### config.mk
export PLATFORM = sky130hd
export DESIGN_NAME = int_alu
export DESIGN_NICKNAME = d
export VERILOG_FILES = /design/src/rtl/wb_pkg.sv /design/src/rtl/int_alu.sv
export VERILOG_INCLUDE_DIRS = /design/src /design/src/include
export SDC_FILE = /design/constraint.sdc
export NUM_CORES = 1
export LEC_CHECK = 0
export ABC_CLOCK_PERIOD_IN_PS = 800
export BUFFER_PORTS_ARGS = -buffer_cell sky130_fd_sc_hd__clkbuf_2
export CAP_MARGIN = 30
export CORE_MARGIN = 1
export CORE_UTILIZATION = 67
export CTS_CLUSTER_DIAMETER = 120
export CTS_CLUSTER_SIZE = 16
export DETAILED_ROUTE_END_ITERATION = 10
export PLACE_DENSITY_LB_ADDON = 0.15
export SLEW_MARGIN = 20
export SYNTH_ARGS = -nofsm -noshare
export SYNTH_HDL_FRONTEND = slang
export SYNTH_SLANG_ARGS = --single-unit
### constraint.sdc
create_clock -name clk -period 0.8 [get_ports clk]
set_input_delay 0.04 -clock clk [delete_from_list [all_inputs] [get_ports clk]]
set_output_delay 0.04 -clock clk [all_outputs]
set_load 0.02 [all_outputs]
### src/include/wb_consts.svh
/* sizing for the writeback subsystem
   RNBIT must equal log2(RNDEPTH), and PHY_REGS follows from the other two */
`ifndef WB_CONSTS_SVH
`define WB_CONSTS_SVH

// integer register width
`define XLEN 64

// architectural registers, x0 included
`define ARCH_REGS 32

// physical copies kept per architectural register
`define RNDEPTH 4

// bits to pick one copy
`define RNBIT 2

// copy index is regnum*RNDEPTH+depth
`define PHY_REGS (`ARCH_REGS * `RNDEPTH)

`endif

### src/rtl/wb_pkg.sv
/* data, register index and opcode types for the writeback subsystem
   OP_LOAD goes to the load port and is never executed by the ALU */
`include "wb_consts.svh"

package wb_pkg;

	// one register word
	typedef logic [`XLEN-1:0] xlen_t;

	// architectural register number
	typedef logic [4:0] arch_idx_t;

	// physical address with the arch number on top and the copy number in the low RNBIT bits
	typedef logic [5+`RNBIT-1:0] phy_idx_t;

	typedef enum logic [3:0] {
		OP_ADD  = 4'd0,
		OP_SUB  = 4'd1,
		OP_AND  = 4'd2,
		OP_OR   = 4'd3,
		OP_XOR  = 4'd4,
		OP_SLL  = 4'd5,
		OP_SRL  = 4'd6,
		OP_SRA  = 4'd7,
		OP_SLT  = 4'd8,
		OP_SLTU = 4'd9,
		OP_LOAD = 4'd10
	} alu_op_e;

endpackage

### src/rtl/int_alu.sv
/* single stage RV64 integer ALU, full 64-bit ops only (no W forms)
   one op in flight, result valid the cycle after op_valid */
`timescale 1ns/1ps
`include "wb_consts.svh"

module int_alu import wb_pkg::*; (
	input  logic      clk,
	input  logic      rst_n,
	input  logic      op_valid,
	input  alu_op_e   op,
	input  phy_idx_t  op_rd,
	input  xlen_t     src_a,
	input  xlen_t     src_b,
	output logic      wb_valid,
	output phy_idx_t  wb_rd,
	output xlen_t     wb_res
);

	logic [5:0] shamt;
	xlen_t      res;

	// RV64 shifts take the low 6 bits of b
	assign shamt = src_b[5:0];

	always_comb begin
		case (op)
			OP_ADD:  res = src_a + src_b;
			OP_SUB:  res = src_a - src_b;
			OP_AND:  res = src_a & src_b;
			OP_OR:   res = src_a | src_b;
			OP_XOR:  res = src_a ^ src_b;
			OP_SLL:  res = src_a << shamt;
			OP_SRL:  res = src_a >> shamt;
			OP_SRA:  res = $signed(src_a) >>> shamt;
			OP_SLT: begin
				res = {{(`XLEN-1){1'b0}}, ($signed(src_a) < $signed(src_b))};
			end
			OP_SLTU: begin
				res = {{(`XLEN-1){1'b0}}, (src_a < src_b)};
			end
			// loads never arrive here
			default: res = '0;
		endcase
	end

	always_ff @(posedge clk or negedge rst_n) begin
		if (!rst_n) begin
			wb_valid <= 1'b0;
		end else begin
			wb_valid <= op_valid;
		end
	end

	// result and tag only move with a valid op
	always_ff @(posedge clk) begin
		if (op_valid) begin
			wb_rd  <= op_rd;
			wb_res <= res;
		end
	end

endmodule

==> impl_metrics.ini, run 1 <==
[yosys]
synth_cells = 2841
synth_edf_count = 71
synth_flop_cell = edfxtp_1
syn-cell-area_mm2 = 0.0201
ys_seq_area_frac = 0.107
synth-seq-cells = 72
syn-num-nets = 3180
syn_avg_cell_area_um2 = 7.08
yosysWarnings = 0
synthArstFlopShare = 0.0139
synth.distinct_cells = 92

[status]
tool.error = [ERROR DPL-0038] Utilization greater than 100%, impossible to legalize
outcome = stopped before the end
stop_stage = clock tree synthesis (4_1_cts)

[placement]
gp_congestion = 1.31
portBuffers = 213
hpwl_um = 99400
place_ws_ps = -3180

[clock_network]
cts-buffers-inserted = 9
cts_setup_buffers = 55
clockBufferDepth = 2
cts.sinks = 72
cts_resized = 333
clock-root-buffer = clkbuf_16
htreeDepth = 3
ctsHoldBuffers = 9

[floorplanning]
num_io_pins = 214
dieWidth_um = 175
fp.dieH_um = 175
rows = 63
start_util = 0.680
## stage by stage
stage          area, µm²  instances  hold slack [ps]
2_1_floorplan      20600       2841             -256
3_5_place_dp       28700       4232             -184
3_3_place_gp       28700       4232             -185
## logic make-up after synthesis
logic type / Yosys count / synth area share
AOI/OAI and AO/OA: 1036 / 0.332
muxes: 251 / 0.154
buffers and inverters: 418 / 0.0809
xor gates and xnor gates: 59 / 0.0257
adders and majority gates: 197 / 0.123
and+or+nand+nor: 808 / 0.177
DFF: 72 / 0.107
## synth_stat cells (47+ instances only)
cell type	count	share of area
nor2_1	367	0.069
ha_1	195	0.12
nand2_1	213	0.040
xnor2_1	52	0.023
buf_1	49	0.0092
mux2i_1	191	0.095
nor3_1	50	0.012
clkbuf_1	131	0.024
o211ai_1	47	0.018
inv_1	190	0.035
a21oi_1	269	0.067
o21ai_0	292	0.073
edfxtp_1	71	0.11
==> inputs of run 2 (changes only) <==
--- a/config.mk
+++ b/config.mk
@@ -10,9 +10,7 @@
 export BUFFER_PORTS_ARGS = -buffer_cell sky130_fd_sc_hd__clkbuf_2
 export CAP_MARGIN = 30
 export CORE_MARGIN = 1
-export CORE_UTILIZATION = 67
-export CTS_CLUSTER_DIAMETER = 120
-export CTS_CLUSTER_SIZE = 16
+export CORE_UTILIZATION = 40
 export DETAILED_ROUTE_END_ITERATION = 10
 export PLACE_DENSITY_LB_ADDON = 0.15
 export SLEW_MARGIN = 20
==> run 2 against run 1 <==
Against the previous run:
- the flow now finishes, with violations (negative setup slack)
- area after synthesis stayed put
- synthesized cell count is the same
==> impl_metrics.ini, run 2 <==
[route]
drtIter0Drc = 4432
ant_nets = 0
vias = 29978
drt_wl_total_um = 128000
wl_per_cell_um = 26.8
dr.pass1.iters = 9
vias_per_cell = 6.28
drc = 0

[finish]
fillers = 3963
layout_commonest_cell = buf_4
seqCellArea_mm2 = 0.00216
drive_gt1_frac = 0.486
largest_register_ffs = 64
stdcell_area_mm2 = 0.0349
area_growth_pct = 73.5
largest_register = wb_res
multi_input_area_mm2 = 0.0191
layout_common_cells = buf_4 (1,134), nor2_1 (334), a21oi_1 (211)
largestRegisters = wb_res (64), wb_rd (7), wb_valid (1)
nets = 4446
final_cells = 4777

[yosys]
synth.distinct_cells = 92
syn-cell-area_mm2 = 0.0201
ys_seq_area_frac = 0.107
yosysWarnings = 0
synthTopCellsByCount = nor2_1 (367), o21ai_0 (292), a21oi_1 (269)
synth-seq-cells = 72
synth_flop_cell = edfxtp_1
synth_top_area_frac = 0.121
synth_edf_count = 71
synth_cells = 2841
synthArstFlopShare = 0.0139
syn-num-nets = 3180
synthTopCellsByArea = ha_1 (12%), edfxtp_1 (11%), mux2i_1 (9.5%)
post-synth-top-area-cell = ha_1
synth_most_common_cell = nor2_1
syn_avg_cell_area_um2 = 7.08

[grt]
grt_max_degree = 74
antenna_found_initial = 7
gr-total-overflow = 0
grt_pass1_vias = 28448
grt_pass1_wl_um = 182000
grt_usage = 0.483

[setup_path]
start_kind = input port
cp_max_fo = 3
cp_slowest_cell = a2111o_1
critPathCaptureType = flop
critPathRequiredTime_ps = 960
path_cells = clkbuf_16 -> buf_12 -> inv_6 -> ha_4 -> buf_6 -> o21ba_4 -> a2111o_1 -> a211o_1 -> a21oi_2 -> buf_6 -> a221o_2 -> a21oi_4 -> o211ai_4 -> o21ai_4 -> a21boi_2 -> mux2i_1 -> a21oi_1 -> a211o_1
path_class = in -> reg
cp.arrival_ps = 3460
cpPeakStageDelay_ps = 470

[power_and_ir_drop]
power.leakage_nw = 16.2
peakVddDrop_v = 0.000909
power_density_mw_per_mm2 = 1050

[sta]
fin_crit_sh = 4.14
relSlewSlack = 0.416
period_minus_slack_ps = 3310
finalHoldViolations = 0
worst_pin_slew_ps = 875
fmax_mhz = 302
finalSetupViolCount = 136
rsz0062_at_grt = true
setup_ws_ps = -2510
fin_hold_ws_ps = 85.4
finalSetupTns_ps = -146600
report.final.slew_viol_count = 0

[clock_network]
clock-root-buffer = clkbuf_16
clkTransAtPathRegs_ps = 90
cts-buffers-inserted = 9
cts_tree = yes
clockBufferDepth = 2
htreeDepth = 3
cts.sinks = 72

[placement]
portBuffers = 213
postPlaceCellArea_mm2 = 0.0302
gp_congestion = 1.09
hpwl_um = 97300
placed_cells = 4654

[floorplanning]
num_io_pins = 214
start_util = 0.408
fp.dieArea_mm2 = 0.0512
design.core.area_mm2 = 0.0493
rows = 81
fp.dieH_um = 226
dieWidth_um = 226

[job]
drv_cap = 0

[min_path]
min_path_type = in -> reg
min_path_cells = 2

[status]
outcome = finished, violations left
violations = negative setup slack
run 2: cell counts after synthesis:
Identical to the previous run, type by type.
run 2: layout make-up:
class,instances,share of cell area
antenna,1,0.0000718
clock buffer,11,0.00725
clock inverter,5,0.000897
inverter,197,0.0226
multi-input combinational,2351,0.548
sequential,72,0.0619
tap,664,0.0238
timing repair buffer,1476,0.335
run 2: path summary, 6_finish.rpt:
| path | slack [ps] | start | endpoint |
|---|---|---|---|
| setup / recovery | -2510 | src_a[0] | wb_res[63] |
| hold / removal | 90 | op_valid | wb_valid |
| max in group asynchronous | 270 | rst_n | wb_valid |
| min in group asynchronous | 430 | rst_n | wb_valid |
run 2: per-layer routing:
metal | vias to the layer above | track usage | wire (µm)
met2 | 2292 | 0.702 | 52400
met4 | 14 | 0.234 | 7740
met3 | 568 | 0.161 | 18400
li1 | 12981 | - | -
met1 | 14123 | 0.636 | 49400
met5 | - | 0 | 85
run 2: cells by family (layout without fill, tap and decap cells):
kind of cell | after synthesis | count (layout) | share of synthesized area
DFF | 72 | 72 | 0.107
muxes | 251 | 251 | 0.154
other | 0 | 1 | 0
AOI/OAI and AO/OA | 1036 | 1036 | 0.332
xor gates and xnor gates | 59 | 59 | 0.0257
buffers and inverters | 418 | 1689 | 0.0809
adders and majority gates | 197 | 197 | 0.123
and+or+nand+nor | 808 | 808 | 0.177
run 2: per-stage QoR:
step | power (mW) | worst slack, ps | util
global route | 37.6 | -2510 | 0.708
finish | 36.5 | -2510 | 0.708
CTS | 34.2 | -2390 | 0.685
global placement | 26.6 | -2900 | 0.614
detailed placement | 26.8 | -3060 | 0.614
floorplan | 15.3 | -2550 | -
run 2: where the power goes:
group          internal, mW  switching (mW)  leakage [nW]
clock                  2.27            2.30         0.141
combinational          12.3            14.8          15.3
sequential             4.68           0.160         0.697
run 2: repair_timing:
action / 4_1_cts / 5_1_grt
setup endpoints to repair: 136 / 136
hold endpoints to repair: 8 / 0
hold buffers: 9 / 0
resized for setup: 550 / 277
buffers inserted: 85 / 25
cloned: 11 / 1
pin swaps: 173 / 137
run 2: critical path: cells and delay by family:
family	cells	cell delay, ps
buffers and inverters	5	510
AOI/OAI and AO/OA	11	2480
muxes	1	220
adders and majority gates	1	200
(Power assumes the default switching activity.)
