$ cat src/include/wb_consts.svh
/* sizing for the writeback subsystem
   RNBIT must equal log2(RNDEPTH), and PHY_REGS follows from the other two */
`ifndef WB_CONSTS_SVH
`define WB_CONSTS_SVH

// integer register width
`define XLEN 64

// architectural registers, x0 included
`define ARCH_REGS 32

// physical copies kept per architectural register
`define RNDEPTH 4

// bits to pick one copy
`define RNBIT 2

// copy index is regnum*RNDEPTH+depth
`define PHY_REGS (`ARCH_REGS * `RNDEPTH)

`endif

$ cat src/rtl/wb_pkg.sv
/* data, register index and opcode types for the writeback subsystem
   OP_LOAD goes to the load port and is never executed by the ALU */
`include "wb_consts.svh"

package wb_pkg;

	// one register word
	typedef logic [`XLEN-1:0] xlen_t;

	// architectural register number
	typedef logic [4:0] arch_idx_t;

	// physical address with the arch number on top and the copy number in the low RNBIT bits
	typedef logic [5+`RNBIT-1:0] phy_idx_t;

	typedef enum logic [3:0] {
		OP_ADD  = 4'd0,
		OP_SUB  = 4'd1,
		OP_AND  = 4'd2,
		OP_OR   = 4'd3,
		OP_XOR  = 4'd4,
		OP_SLL  = 4'd5,
		OP_SRL  = 4'd6,
		OP_SRA  = 4'd7,
		OP_SLT  = 4'd8,
		OP_SLTU = 4'd9,
		OP_LOAD = 4'd10
	} alu_op_e;

endpackage

$ cat src/rtl/rename_table.sv
/* rename and commit pointers per register; at most RNDEPTH-1 copies in flight
   copy 0 of every register is the committed one after reset */
`timescale 1ns/1ps
`include "wb_consts.svh"

module rename_table import wb_pkg::*; (
	input  logic                 clk,
	input  logic                 rst_n,
	input  logic                 alloc_valid,
	input  arch_idx_t            alloc_rd,
	input  arch_idx_t            rs1,
	input  arch_idx_t            rs2,
	input  logic                 commit_valid,
	input  arch_idx_t            commit_rd,
	input  logic [`PHY_REGS-1:0] written,
	input  arch_idx_t            arch_rd,
	output phy_idx_t             rs1_phy,
	output phy_idx_t             rs2_phy,
	output phy_idx_t             rd_phy,
	output logic                 rd_free,
	output logic                 commit_ready,
	output logic [`PHY_REGS-1:0] log_clear,
	output phy_idx_t             commit_phy
);

	logic [`RNBIT-1:0] rename_ptr [`ARCH_REGS];
	logic [`RNBIT-1:0] commit_ptr [`ARCH_REGS];
	logic [`RNBIT-1:0] inflight [`ARCH_REGS];

	phy_idx_t oldest_phy;
	logic     commit_fire;

	// sources read the newest copy
	assign rs1_phy = {rs1, rename_ptr[rs1]};
	assign rs2_phy = {rs2, rename_ptr[rs2]};

	// rd takes the next copy after the rename pointer around the ring
	assign rd_phy  = {alloc_rd, rename_ptr[alloc_rd] + `RNBIT'd1};
	assign rd_free = (inflight[alloc_rd] < (`RNDEPTH - 1));

	// oldest uncommitted copy must be written before it can retire
	assign oldest_phy   = {commit_rd, commit_ptr[commit_rd] + `RNBIT'd1};
	assign commit_ready = (inflight[commit_rd] != '0) && written[oldest_phy];
	assign commit_fire  = commit_valid && commit_ready;

	assign commit_phy = {arch_rd, commit_ptr[arch_rd]};

	// the copy replaced at commit goes back to the free ring
	always_comb begin
		log_clear = '0;
		if (commit_fire) begin
			log_clear[{commit_rd, commit_ptr[commit_rd]}] = 1'b1;
		end
	end

	for (genvar r = 0; r < `ARCH_REGS; r++) begin : g_reg
		logic alloc_hit;
		logic commit_hit;

		assign alloc_hit  = alloc_valid && (alloc_rd == arch_idx_t'(r));
		assign commit_hit = commit_fire && (commit_rd == arch_idx_t'(r));

		always_ff @(posedge clk or negedge rst_n) begin
			if (!rst_n) begin
				rename_ptr[r] <= '0;
				commit_ptr[r] <= '0;
				inflight[r]   <= '0;
			end else begin
				if (alloc_hit) begin
					rename_ptr[r] <= rename_ptr[r] + `RNBIT'd1;
				end
				if (commit_hit) begin
					commit_ptr[r] <= commit_ptr[r] + `RNBIT'd1;
				end
				// alloc and commit together leave the count alone
				case ({alloc_hit, commit_hit})
					2'b10:   inflight[r] <= inflight[r] + `RNBIT'd1;
					2'b01:   inflight[r] <= inflight[r] - `RNBIT'd1;
					default: inflight[r] <= inflight[r];
				endcase
			end
		end
	end

endmodule

$ cat config.mk
export PLATFORM = sky130hd
export DESIGN_NAME = rename_table
export DESIGN_NICKNAME = d
export VERILOG_FILES = /design/src/rtl/wb_pkg.sv /design/src/rtl/rename_table.sv
export VERILOG_INCLUDE_DIRS = /design/src /design/src/include
export SDC_FILE = /design/constraint.sdc
export NUM_CORES = 1
export LEC_CHECK = 0
export BUFFER_PORTS_ARGS = -buffer_cell sky130_fd_sc_hd__buf_2
export CAP_MARGIN = 30
export CORE_MARGIN = 5
export CORE_UTILIZATION = 50
export DETAILED_ROUTE_END_ITERATION = 7
export GPL_TIMING_DRIVEN = 0
export PLACE_DENSITY = 0.72
export SYNTH_ARGS = -nofsm -noshare
export SYNTH_HDL_FRONTEND = slang
export SYNTH_SLANG_ARGS = --single-unit
$ cat constraint.sdc
create_clock -name clk -period 5.8 [get_ports clk]
set_input_delay 1.16 -clock clk [delete_from_list [all_inputs] [get_ports clk]]
set_output_delay 1.16 -clock clk [all_outputs]
set_load 0.005 [all_outputs]
# Word level (Yosys, flattened, before mapping)
# Index checks and enable logic that the tools add are counted.
[word_totals]
inputBits = 157
elab_cells = 526
out_inout_bits = 158
ff_bits = 192
[classes]
reduce_logical = 102
n_mux = 58
n_bitwise = 5
n_eq_ne = 126
magnitude_cmp = 9
add_sub_neg = 130
[ops]
columns = ["op", "count"]
rows = [
  ["$add 2x1->2 const B", 98],
  ["$eq 5x5->1 const B", 32],
  ["$mux 128", 1],
  ["$pmux 2 s2", 32],
  ["$eq 5x4->1 const B", 16],
  ["$bmux 2 s5", 7],
  ["$logic_and 1x1->1", 67],
  ["$reduce_bool 2->1", 33],
  ["$eq 2x1->1 const B", 32],
  ["$eq 2x2->1 const B", 32],
  ["$sub 2x1->2 const B", 32],
  ["$eq 5x3->1 const B", 8],
  ["$ge 6x6->1 const B", 5],
  ["$not 5->6", 5],
  ["$mux 2", 14],
  ["$eq 5x2->1 const B", 4],
  ["$lt 7x8->1 const B", 2],
  ["$eq 5x1->1 const B", 2],
  ["$logic_not 5->1", 2],
  ["$bmux 1 s7", 1],
  ["$demux 1 s7", 1],
  ["$ge 7x1->1 const B", 1],
  ["$lt 2x2->1 const B", 1],
  ["$mux 1", 2],
]

# Longest topological paths before layout
# Gate-level depths: netlist (run 1).
[logic_depth]
depth_word = 12
mapped_depth = 22
ltp_nobuf = 14

# Worst setup path before layout (run 1)
# Ideal clock, no wire load.
[synth_path]
path_kind = "input-to-output"
from = "in commit_rd[1]"
to = "out log_clear[17]"
cell_stages = 13
path_buffers = 4
slack_ps = 419
arrival_ps = 4221
required_time_ps = 4640
path_cell_list = "buf_4 > buf_12 > mux2i_1 > a22oi_1 > a21oi_2 > or4_1 > buf_4 > mux2i_1 > mux4_2 > o221ai_2 > a22oi_2 > buf_2 > a2111oi_0"
[synth_between]
elab_chain_cells = 10
elab_cells_between_ends = 19
classes_between = "add/sub (1); order compare (2); mux (11); bitwise (1); reduce/logical (4)"
[synth_lines]
columns = ["item", "line_no", "rtl"]
rows = [
  ["from (decl)", "rename_table.sv:14", "input arch_idx_t commit_rd,"],
  ["$not 5->6 (implied by the code)", "rename_table.sv:42, rename_table.sv:43, rename_table.sv:52", ""],
  ["$bmux 2 s5", "rename_table.sv:42, rename_table.sv:52", ""],
  ["$mux 2 (implied by the code) (2 in a row)", "rename_table.sv:42, rename_table.sv:52", ""],
  ["$add 2x1->2", "rename_table.sv:42", "assign oldest_phy = {commit_rd, commit_ptr[commit_rd] + `RNBIT'd1};"],
  ["$bmux 1 s7", "rename_table.sv:43", "assign commit_ready = (inflight[commit_rd] != '0) && written[oldest_phy];"],
  ["$mux 1 (implied by the code)", "rename_table.sv:43", ""],
  ["$logic_and 1x1->1", "rename_table.sv:43", ""],
  ["$logic_and 1x1->1", "rename_table.sv:44", "assign commit_fire = commit_valid && commit_ready;"],
  ["$mux 128 *", "rename_table.sv:51", "if (commit_fire) begin"],
  ["to (decl)", "rename_table.sv:22", "output logic [`PHY_REGS-1:0] log_clear,"],
]
# Mark *: on every way between the ends. The rest lies on a longest branch, timed or not. The select of a mux whose other input is x is not followed.

# Worst setup path in the final report (run 1)
[layout_path]
from = "in commit_rd[4]"
to = "out log_clear[82]"
# Same word-level chain as after synthesis.

==> reports/metrics.cfg, run 1 <==
[placement]
numPortBuffers=302
hpwl_um=41800
gp_congestion=1.02

[critical_path]
cp_slowest_cell=clkinv_1
cp_cell_sequence=buf_2 -> clkinv_1 -> nand4_1 -> and4_4 -> buf_12 -> buf_12 -> buf_12 -> buf_8 -> nand2_1 -> a32oi_1 -> nand4_1 -> o211ai_4 -> o21ai_4 -> buf_4 -> nor4_1 -> buf_2
r2r_setup_slack_ps=1280
reg2reg_to=inflight[33]$_DFFE_PN0P_
worst_path_most_repeated_cell=buf_12
cp_top_family=buffers and inverters
crit_path_end_kind=output pin
cp.required_ps=4640
critical_path.max_stage_delay_ps=410
worstSetupEndpoint=log_clear[82]
r2r_start=commit_ptr[51]$_DFFE_PN0P_
crit_fanout=9
cp_num_buf_inv=8
critPathKind=primary input to output pin
worstSetupStartpoint=commit_rd[4]
cp_num_cells=16
cp_data_arrival_time_ps=4690
r2r_cells=16
cp-start-kind=primary input

[timing]
finalHoldViolCount=0
rsz0062_at_grt=true
finalMaxSlewViolations=0
max_freq_ghz=0.171
setup_violations=18
skew_ps=17.5
finalCriticalPeriod_ps=5850
final.setup.worst_slack_ps=-50.7
worst_pin_slew_ps=1000
timing.final.crit_share_pct=101
relSlewSlack_pct=33.1

[floorplan]
num_io_pins=315
row_count=63
dieArea_um2=33200
core_area_um2=29500
chipWidth_um=182
start_util_pct=50.3
die_h_um=182

[clock_tree]
insertion_delay_ps=440
cts_max_path_buffers=2
h-tree-depth=4
clk_pin_slew_ps=70
ctsHoldBuffers=0
cts_buffers=17
cts_tree=done
cts_sinks=192
cts-root-buf=clkbuf_16

[layout]
final_common_cell=buf_2
syn_to_final_growth_pct=30.0
multi_input_area_um2=9850
layout-drive-gt1-share_pct=36.7
nNetsFinal=2058
regArea_um2=4800
final_cell_mix=buf_2 (307), dfrtp_1 (192), xnor2_1 (150)
final_util_pct=65.3
num-fill-cells=2325

[detailed_routing]
dr.pass1.iters=6
drt-initial-drc-count=1955
ant_nets=0
vias=14640
vias_per_cell=6.44
wl_um=57100
route.detailed.drc=0
wire_per_inst_um=25.1

[pwr]
clockPowerShare_pct=21.1
power_switching_mw=2.17
p_leak_nw=8.62
power_per_cell_area_nw_per_um2=303
pwr-share-comb_pct=37.3
seqPwrFrac_pct=41.6
vdd_ir_drop_max_v=0.000219
switching_share_pct=37.2
intPower_mw=3.66
power_mw=5.83

[worst_hold_path]
hp-class=register to register

[global_route]
grt_remaining_overflow=0
antenna_found_initial=1
grt_pass1_vias=14307
grt_max_degree=121
grt_pass1_wl_um=82600
grt_use_total_pct=31.9

[outcome]
status=complete, but fails checks
violations=setup timing

[logic_synthesis]
yosysSeqAreaShare_pct=32.4
syn-cell-area_um2=14800
synth-main-ff-cell=dfrtp_1
ys_ff_latch=192
synth_enable_flop_cells=0
syn_avg_cell_area_um2=10.1
netlist_instances=1473
synth_cell_type_count=67
ys_async_sr_fraction_pct=100
synth_nets=1662
ys_warn_count=0

[run]
maxCapViolations=0

power by group through the flow:
stage               clock (mW)  sequential [mW]  combinational, mW
floorplan                    0             2.24               1.39
detailed placement           0             2.41               1.85
global route              1.29             2.49               2.31
global placement             0             2.38               1.80
finish                    1.23             2.43               2.18
CTS                       1.23             2.40               1.95
through the flow:
step	TNS (ps)	worst slack (ps)	hold WS (ps)	instances	instance area, um2
5_1_grt	-1690	-144	511	2273	19300
3_5_place_dp	-72540	-884	478	2167	16900
2_1_floorplan	0	419	457	1473	14800
3_3_place_gp	-74010	-890	476	2165	16800
4_1_cts	-40.4	-16.5	492	2215	18000
6_report	-332	-50.7	490	2273	19300
state kept, by name, summed over array words and instances (netlist names):
register    cells
commit_ptr     64
inflight       64
rename_ptr     64
cells in the mapped netlist (3+ instances only):
cell type,instances,area [um2]
a2111oi_2,4,60.1
inv_1,23,86.3
o22ai_1,6,37.5
a221oi_1,3,26.3
mux2i_1,105,1050
a31oi_1,6,37.5
a311o_1,3,30.0
buf_6,8,90.1
xnor2_1,150,1310
and2_1,13,81.3
a211oi_1,22,165
nand3_1,50,250
buf_2,18,90.1
a22oi_2,3,37.5
xor2_1,61,534
buf_1,12,45.0
nand4_1,12,75.1
o211ai_2,4,50.1
o21ai_0,4,20.0
buf_4,30,225
mux2_2,13,146
mux2_1,5,56.3
a21oi_1,68,340
dfrtp_1,192,4800
nor4_1,52,325
and3_1,6,37.5
a21oi_2,4,35.0
ha_1,32,400
nor2b_1,7,43.8
nor2_1,119,447
a311oi_1,5,43.8
clkbuf_1,70,263
nand2b_1,6,37.5
o211ai_1,27,203
nand2_1,132,495
a22oi_1,11,82.6
nor3_1,33,165
o2bb2ai_1,4,35.0
mux4_2,86,1940
o2111ai_1,16,140
and4_1,13,114
cell type report:
| cell class | instances | share of cell area [%] |
|---|---|---|
| tap | 390 | 2.53 |
| multi-input combinational | 1116 | 51.1 |
| clock inverter | 10 | 0.637 |
| buffer | 136 | 5.32 |
| inverter | 26 | 0.507 |
| timing repair buffer | 380 | 12.4 |
| sequential | 192 | 24.9 |
| antenna | 1 | 0.0130 |
| clock buffer | 22 | 2.51 |
logic make-up (layout without fill, tap and decap cells):
family	after synthesis	in the layout	synth area share, %
AND/OR/NAND/NOR	448	448	14.3
AO/OA/AOI/OAI	215	215	10.8
XOR/XNOR	211	211	12.5
multiplexers	210	210	21.7
flip-flops	192	192	32.4
buffers and inverters	165	574	5.61
adder cells (fa/ha/maj)	32	32	2.70
other	0	1	0
layer usage:
layer  track usage [%]  vias up  wire [um]  share of wire [%]
met2              53.5     1101      27100                 48
met1              39.6     7035      20300                 36
met5                 0        -          0                  0
met4              15.5        0       4110                7.2
met3              6.52      292       5550                9.7
li1                  -     6212          -                  -
repair_timing:
item	in CTS	in global routing
pin swaps	22	30
buffers inserted	15	44
endpoints found under the setup margin	129	130
hold endpoints to repair	0	0
resized for setup	106	133
gates cloned	2	15
worst min path at each step:
| stage | start | end | slack [ps] | cells past startpoint |
|---|---|---|---|---|
| after detailed placement | inflight[53]$_DFFE_PN0P_ | inflight[53]$_DFFE_PN0P_ | 480 | 1 |
| final | inflight[53]$_DFFE_PN0P_ | inflight[53]$_DFFE_PN0P_ | 490 | 1 |
| after global placement | commit_ptr[33]$_DFFE_PN0P_ | commit_ptr[33]$_DFFE_PN0P_ | 480 | 1 |
| after global routing | inflight[43]$_DFFE_PN0P_ | inflight[43]$_DFFE_PN0P_ | 510 | 1 |
| after CTS | inflight[53]$_DFFE_PN0P_ | inflight[53]$_DFFE_PN0P_ | 490 | 1 |
| after floorplan | commit_ptr[34]$_DFFE_PN0P_ | commit_ptr[34]$_DFFE_PN0P_ | 460 | 1 |
Note: power is estimated with default switching activity, not from simulation.
==> run 2: changes to the inputs <==
--- a/config.mk
+++ b/config.mk
@@ -9,10 +9,10 @@
 export BUFFER_PORTS_ARGS = -buffer_cell sky130_fd_sc_hd__buf_2
 export CAP_MARGIN = 30
 export CORE_MARGIN = 5
-export CORE_UTILIZATION = 50
+export CORE_UTILIZATION = 56
 export DETAILED_ROUTE_END_ITERATION = 7
 export GPL_TIMING_DRIVEN = 0
-export PLACE_DENSITY = 0.72
+export PLACE_DENSITY = 0.8
 export SYNTH_ARGS = -nofsm -noshare
 export SYNTH_HDL_FRONTEND = slang
 export SYNTH_SLANG_ARGS = --single-unit
==> run 2 against run 1 <==
The run still ends with setup timing left. Total power decreased by 3.1%. Critical path depth shrank 1. Non-clock buffer count is 43 lower. Count of clock-buffer cells in the layout decreased by 4. Core utilization up 5.5 points. Highest routed layer is now met5.
==> reports/metrics.cfg, run 2 (synthesized netlist as in run 1, its figures left out) <==
[timing]
finalHoldViolCount=0  ; unchanged
setup_violations=69  ; +51
finalMaxSlewViolations=0  ; unchanged
skew_ps=14.3  ; -3.24 ps
finalCriticalPeriod_ps=5940  ; +93.0 ps
rsz0062_at_grt=true
worst_pin_slew_ps=1030  ; +30.0 ps
final.setup.worst_slack_ps=-144  ; -93.0 ps
timing.final.crit_share_pct=102  ; +1.6 points
max_freq_ghz=0.168  ; -1.6%
relSlewSlack_pct=30.6  ; -2.5 points

[critical_path]
crit_fanout=10  ; +1
cp-start-kind=primary input
critical_path.max_stage_delay_ps=520  ; +110 ps
cp.required_ps=4640  ; about the same
cp_cell_sequence=buf_4 -> buf_12 -> mux2i_1 -> a22oi_2 -> a21oi_2 -> or4_4 -> buf_12 -> mux2i_1 -> a221oi_1 -> o21a_1 -> a211o_1 -> o211ai_4 -> buf_6 -> a211oi_1 -> buf_2
critPathKind=primary input to output pin
cp_slowest_cell=or4_4
cp_data_arrival_time_ps=4780  ; +90 ps
crit_path_end_kind=output pin

[global_route]
grt_remaining_overflow=0  ; unchanged
grt_pass1_vias=14561  ; +1.8%
grt_pass1_wl_um=86000  ; +4.2%
antenna_found_initial=5  ; +4
grt_max_degree=127  ; +5.0%
grt_use_total_pct=36.6  ; +4.7 points

[layout]
reg.largest.list=commit_ptr (64), inflight (64), rename_ptr (64)
layout-drive-gt1-share_pct=35.8  ; -0.83 points
final_common_cell=buf_2
nNetsFinal=2015  ; -2.1%
syn_to_final_growth_pct=24.6
final_cell_mix=buf_2 (310), dfrtp_1 (192), xnor2_1 (150)
fin_area_um2=18500  ; -4.1%

[placement]
hpwl_um=43700  ; +4.4%
dpl_cell_area_um2=16800  ; -0.47%
post-place-ws_ps=-940  ; -56.1 ps
gp_congestion=1.03  ; +0.60%
numPortBuffers=302  ; unchanged

[outcome]
status=complete, but fails checks
violations=setup timing

[pwr]
p_leak_nw=8.20  ; -4.8%
power_mw=5.65  ; -3.1%
power_per_cell_area_nw_per_um2=306  ; +1.0%
vdd_ir_drop_max_v=0.000230  ; +5.1%

[clock_tree]
cts_tree=done
cts-root-buf=clkbuf_16
h-tree-depth=4  ; unchanged
clk_pin_slew_ps=70  ; about the same
ctsHoldBuffers=0  ; unchanged
insertion_delay_ps=440  ; about the same
cts_buffers=17  ; unchanged
cts_sinks=192  ; unchanged
cts_max_path_buffers=2  ; unchanged

[detailed_routing]
route.detailed.drc=0  ; unchanged
wire_per_inst_um=26.2  ; +4.2%
ant_nets=0  ; unchanged
drt-initial-drc-count=1845  ; -5.6%
dr.pass1.iters=7  ; +1
wl_um=57000  ; -0.13%
vias=14435  ; -1.4%
vias_per_cell=6.63  ; +2.9%

[floorplan]
dieArea_um2=29800  ; -10%
core_area_um2=26100  ; -12%
num_io_pins=315  ; unchanged
row_count=59  ; -6.3%
die_h_um=173  ; -5.2%
start_util_pct=56.9  ; +6.6 points
chipWidth_um=173  ; -5.2%

[worst_hold_path]
hp-class=register to register

[run]
maxCapViolations=0  ; unchanged

[run 2: changes by cell type in the layout (fill, tap and decap cells not counted), moves of 4 or more]
cell | previous run | this run
buf_4 | 80 | 56
nor4_2 | 14 | 28
buf_12 | 17 | 5
clkbuf_16 | 28 | 17
a21oi_1 | 60 | 51
a21oi_2 | 8 | 17
nor4_4 | 12 | 4
nor4_1 | 27 | 21
clkbuf_8 | 6 | 1
inv_8 | 0 | 4
[run 2: power by group]
part	internal [mW]	leakage (nW)	total, mW	switching (mW)
Combinational	1.09	5.45	2.06	0.973
Sequential	1.79	2.48	2.43	0.631
Clock	0.576	0.278	1.17	0.590
[run 2: layer usage]
metal	part of all wire (%)	global-route usage (%)	up-vias	routed length [um]
met5	0.018	0	-	10
li1	-	-	6114	-
met3	11	7.93	277	6030
met1	36	46.2	7002	20400
met4	6.6	19.0	2	3750
met2	47	59.5	1040	26800
[run 2: final timing paths]
| kind | start | to | slack, ps | cells after the start |
|---|---|---|---|---|
| min | inflight[37]$_DFFE_PN0P_ | inflight[37]$_DFFE_PN0P_ | 490 | 1 |
| min in group asynchronous | rst_n | rename_ptr[13]$_DFFE_PN0P_ | 650 | 1 |
| max | commit_rd[1] | log_clear[114] | -140 | 15 |
| min reg2reg | inflight[37]$_DFFE_PN0P_ | inflight[37]$_DFFE_PN0P_ | 490 | 1 |
| max reg2reg | commit_ptr[21]$_DFFE_PN0P_ | inflight[33]$_DFFE_PN0P_ | 1320 | 15 |
| max in group asynchronous | rst_n | commit_ptr[12]$_DFFE_PN0P_ | 4140 | 2 |
[run 2: per-stage QoR]
stage,instances,util (%),hold slack [ps],TNS [ps]
2_1_floorplan,1473,-,457,0
3_3_place_gp,2110,64.3,474,-80660
3_5_place_dp,2111,64.4,479,-82100
4_1_cts,2163,68.7,492,-6.30
5_1_grt,2178,70.9,504,-7260
6_report,2178,70.9,495,-3820
[run 2: layout make-up]
class                           instances  area (um2)
Buffer                                137         921
Timing Repair Buffer                  336        1830
Clock inverter                         14         139
Multi-Input combinational cell       1116        9830
Tap cell                              335         419
Inverter                               26        97.6
Sequential cell                       192        4800
Antenna cell                            4        10.0
Fill cell                            1926        7590
Clock buffer                           18         429
[run 2: timing repair]
| item | 4_1_cts | 5_1_grt |
|---|---|---|
| pin swaps | 19 | 14 |
| gates cloned | 0 | 2 |
| gates resized for setup | 95 | 107 |
| setup endpoints to repair | 130 | 129 |
| setup buffers | 21 | 9 |
[run 2: critical path: cells and delay by family]
kind,cells,cell delay (ps)
AOI/OAI and AO/OA,7,1920
buffers and inverters,5,880
muxes,2,300
and+or+nand+nor,1,520
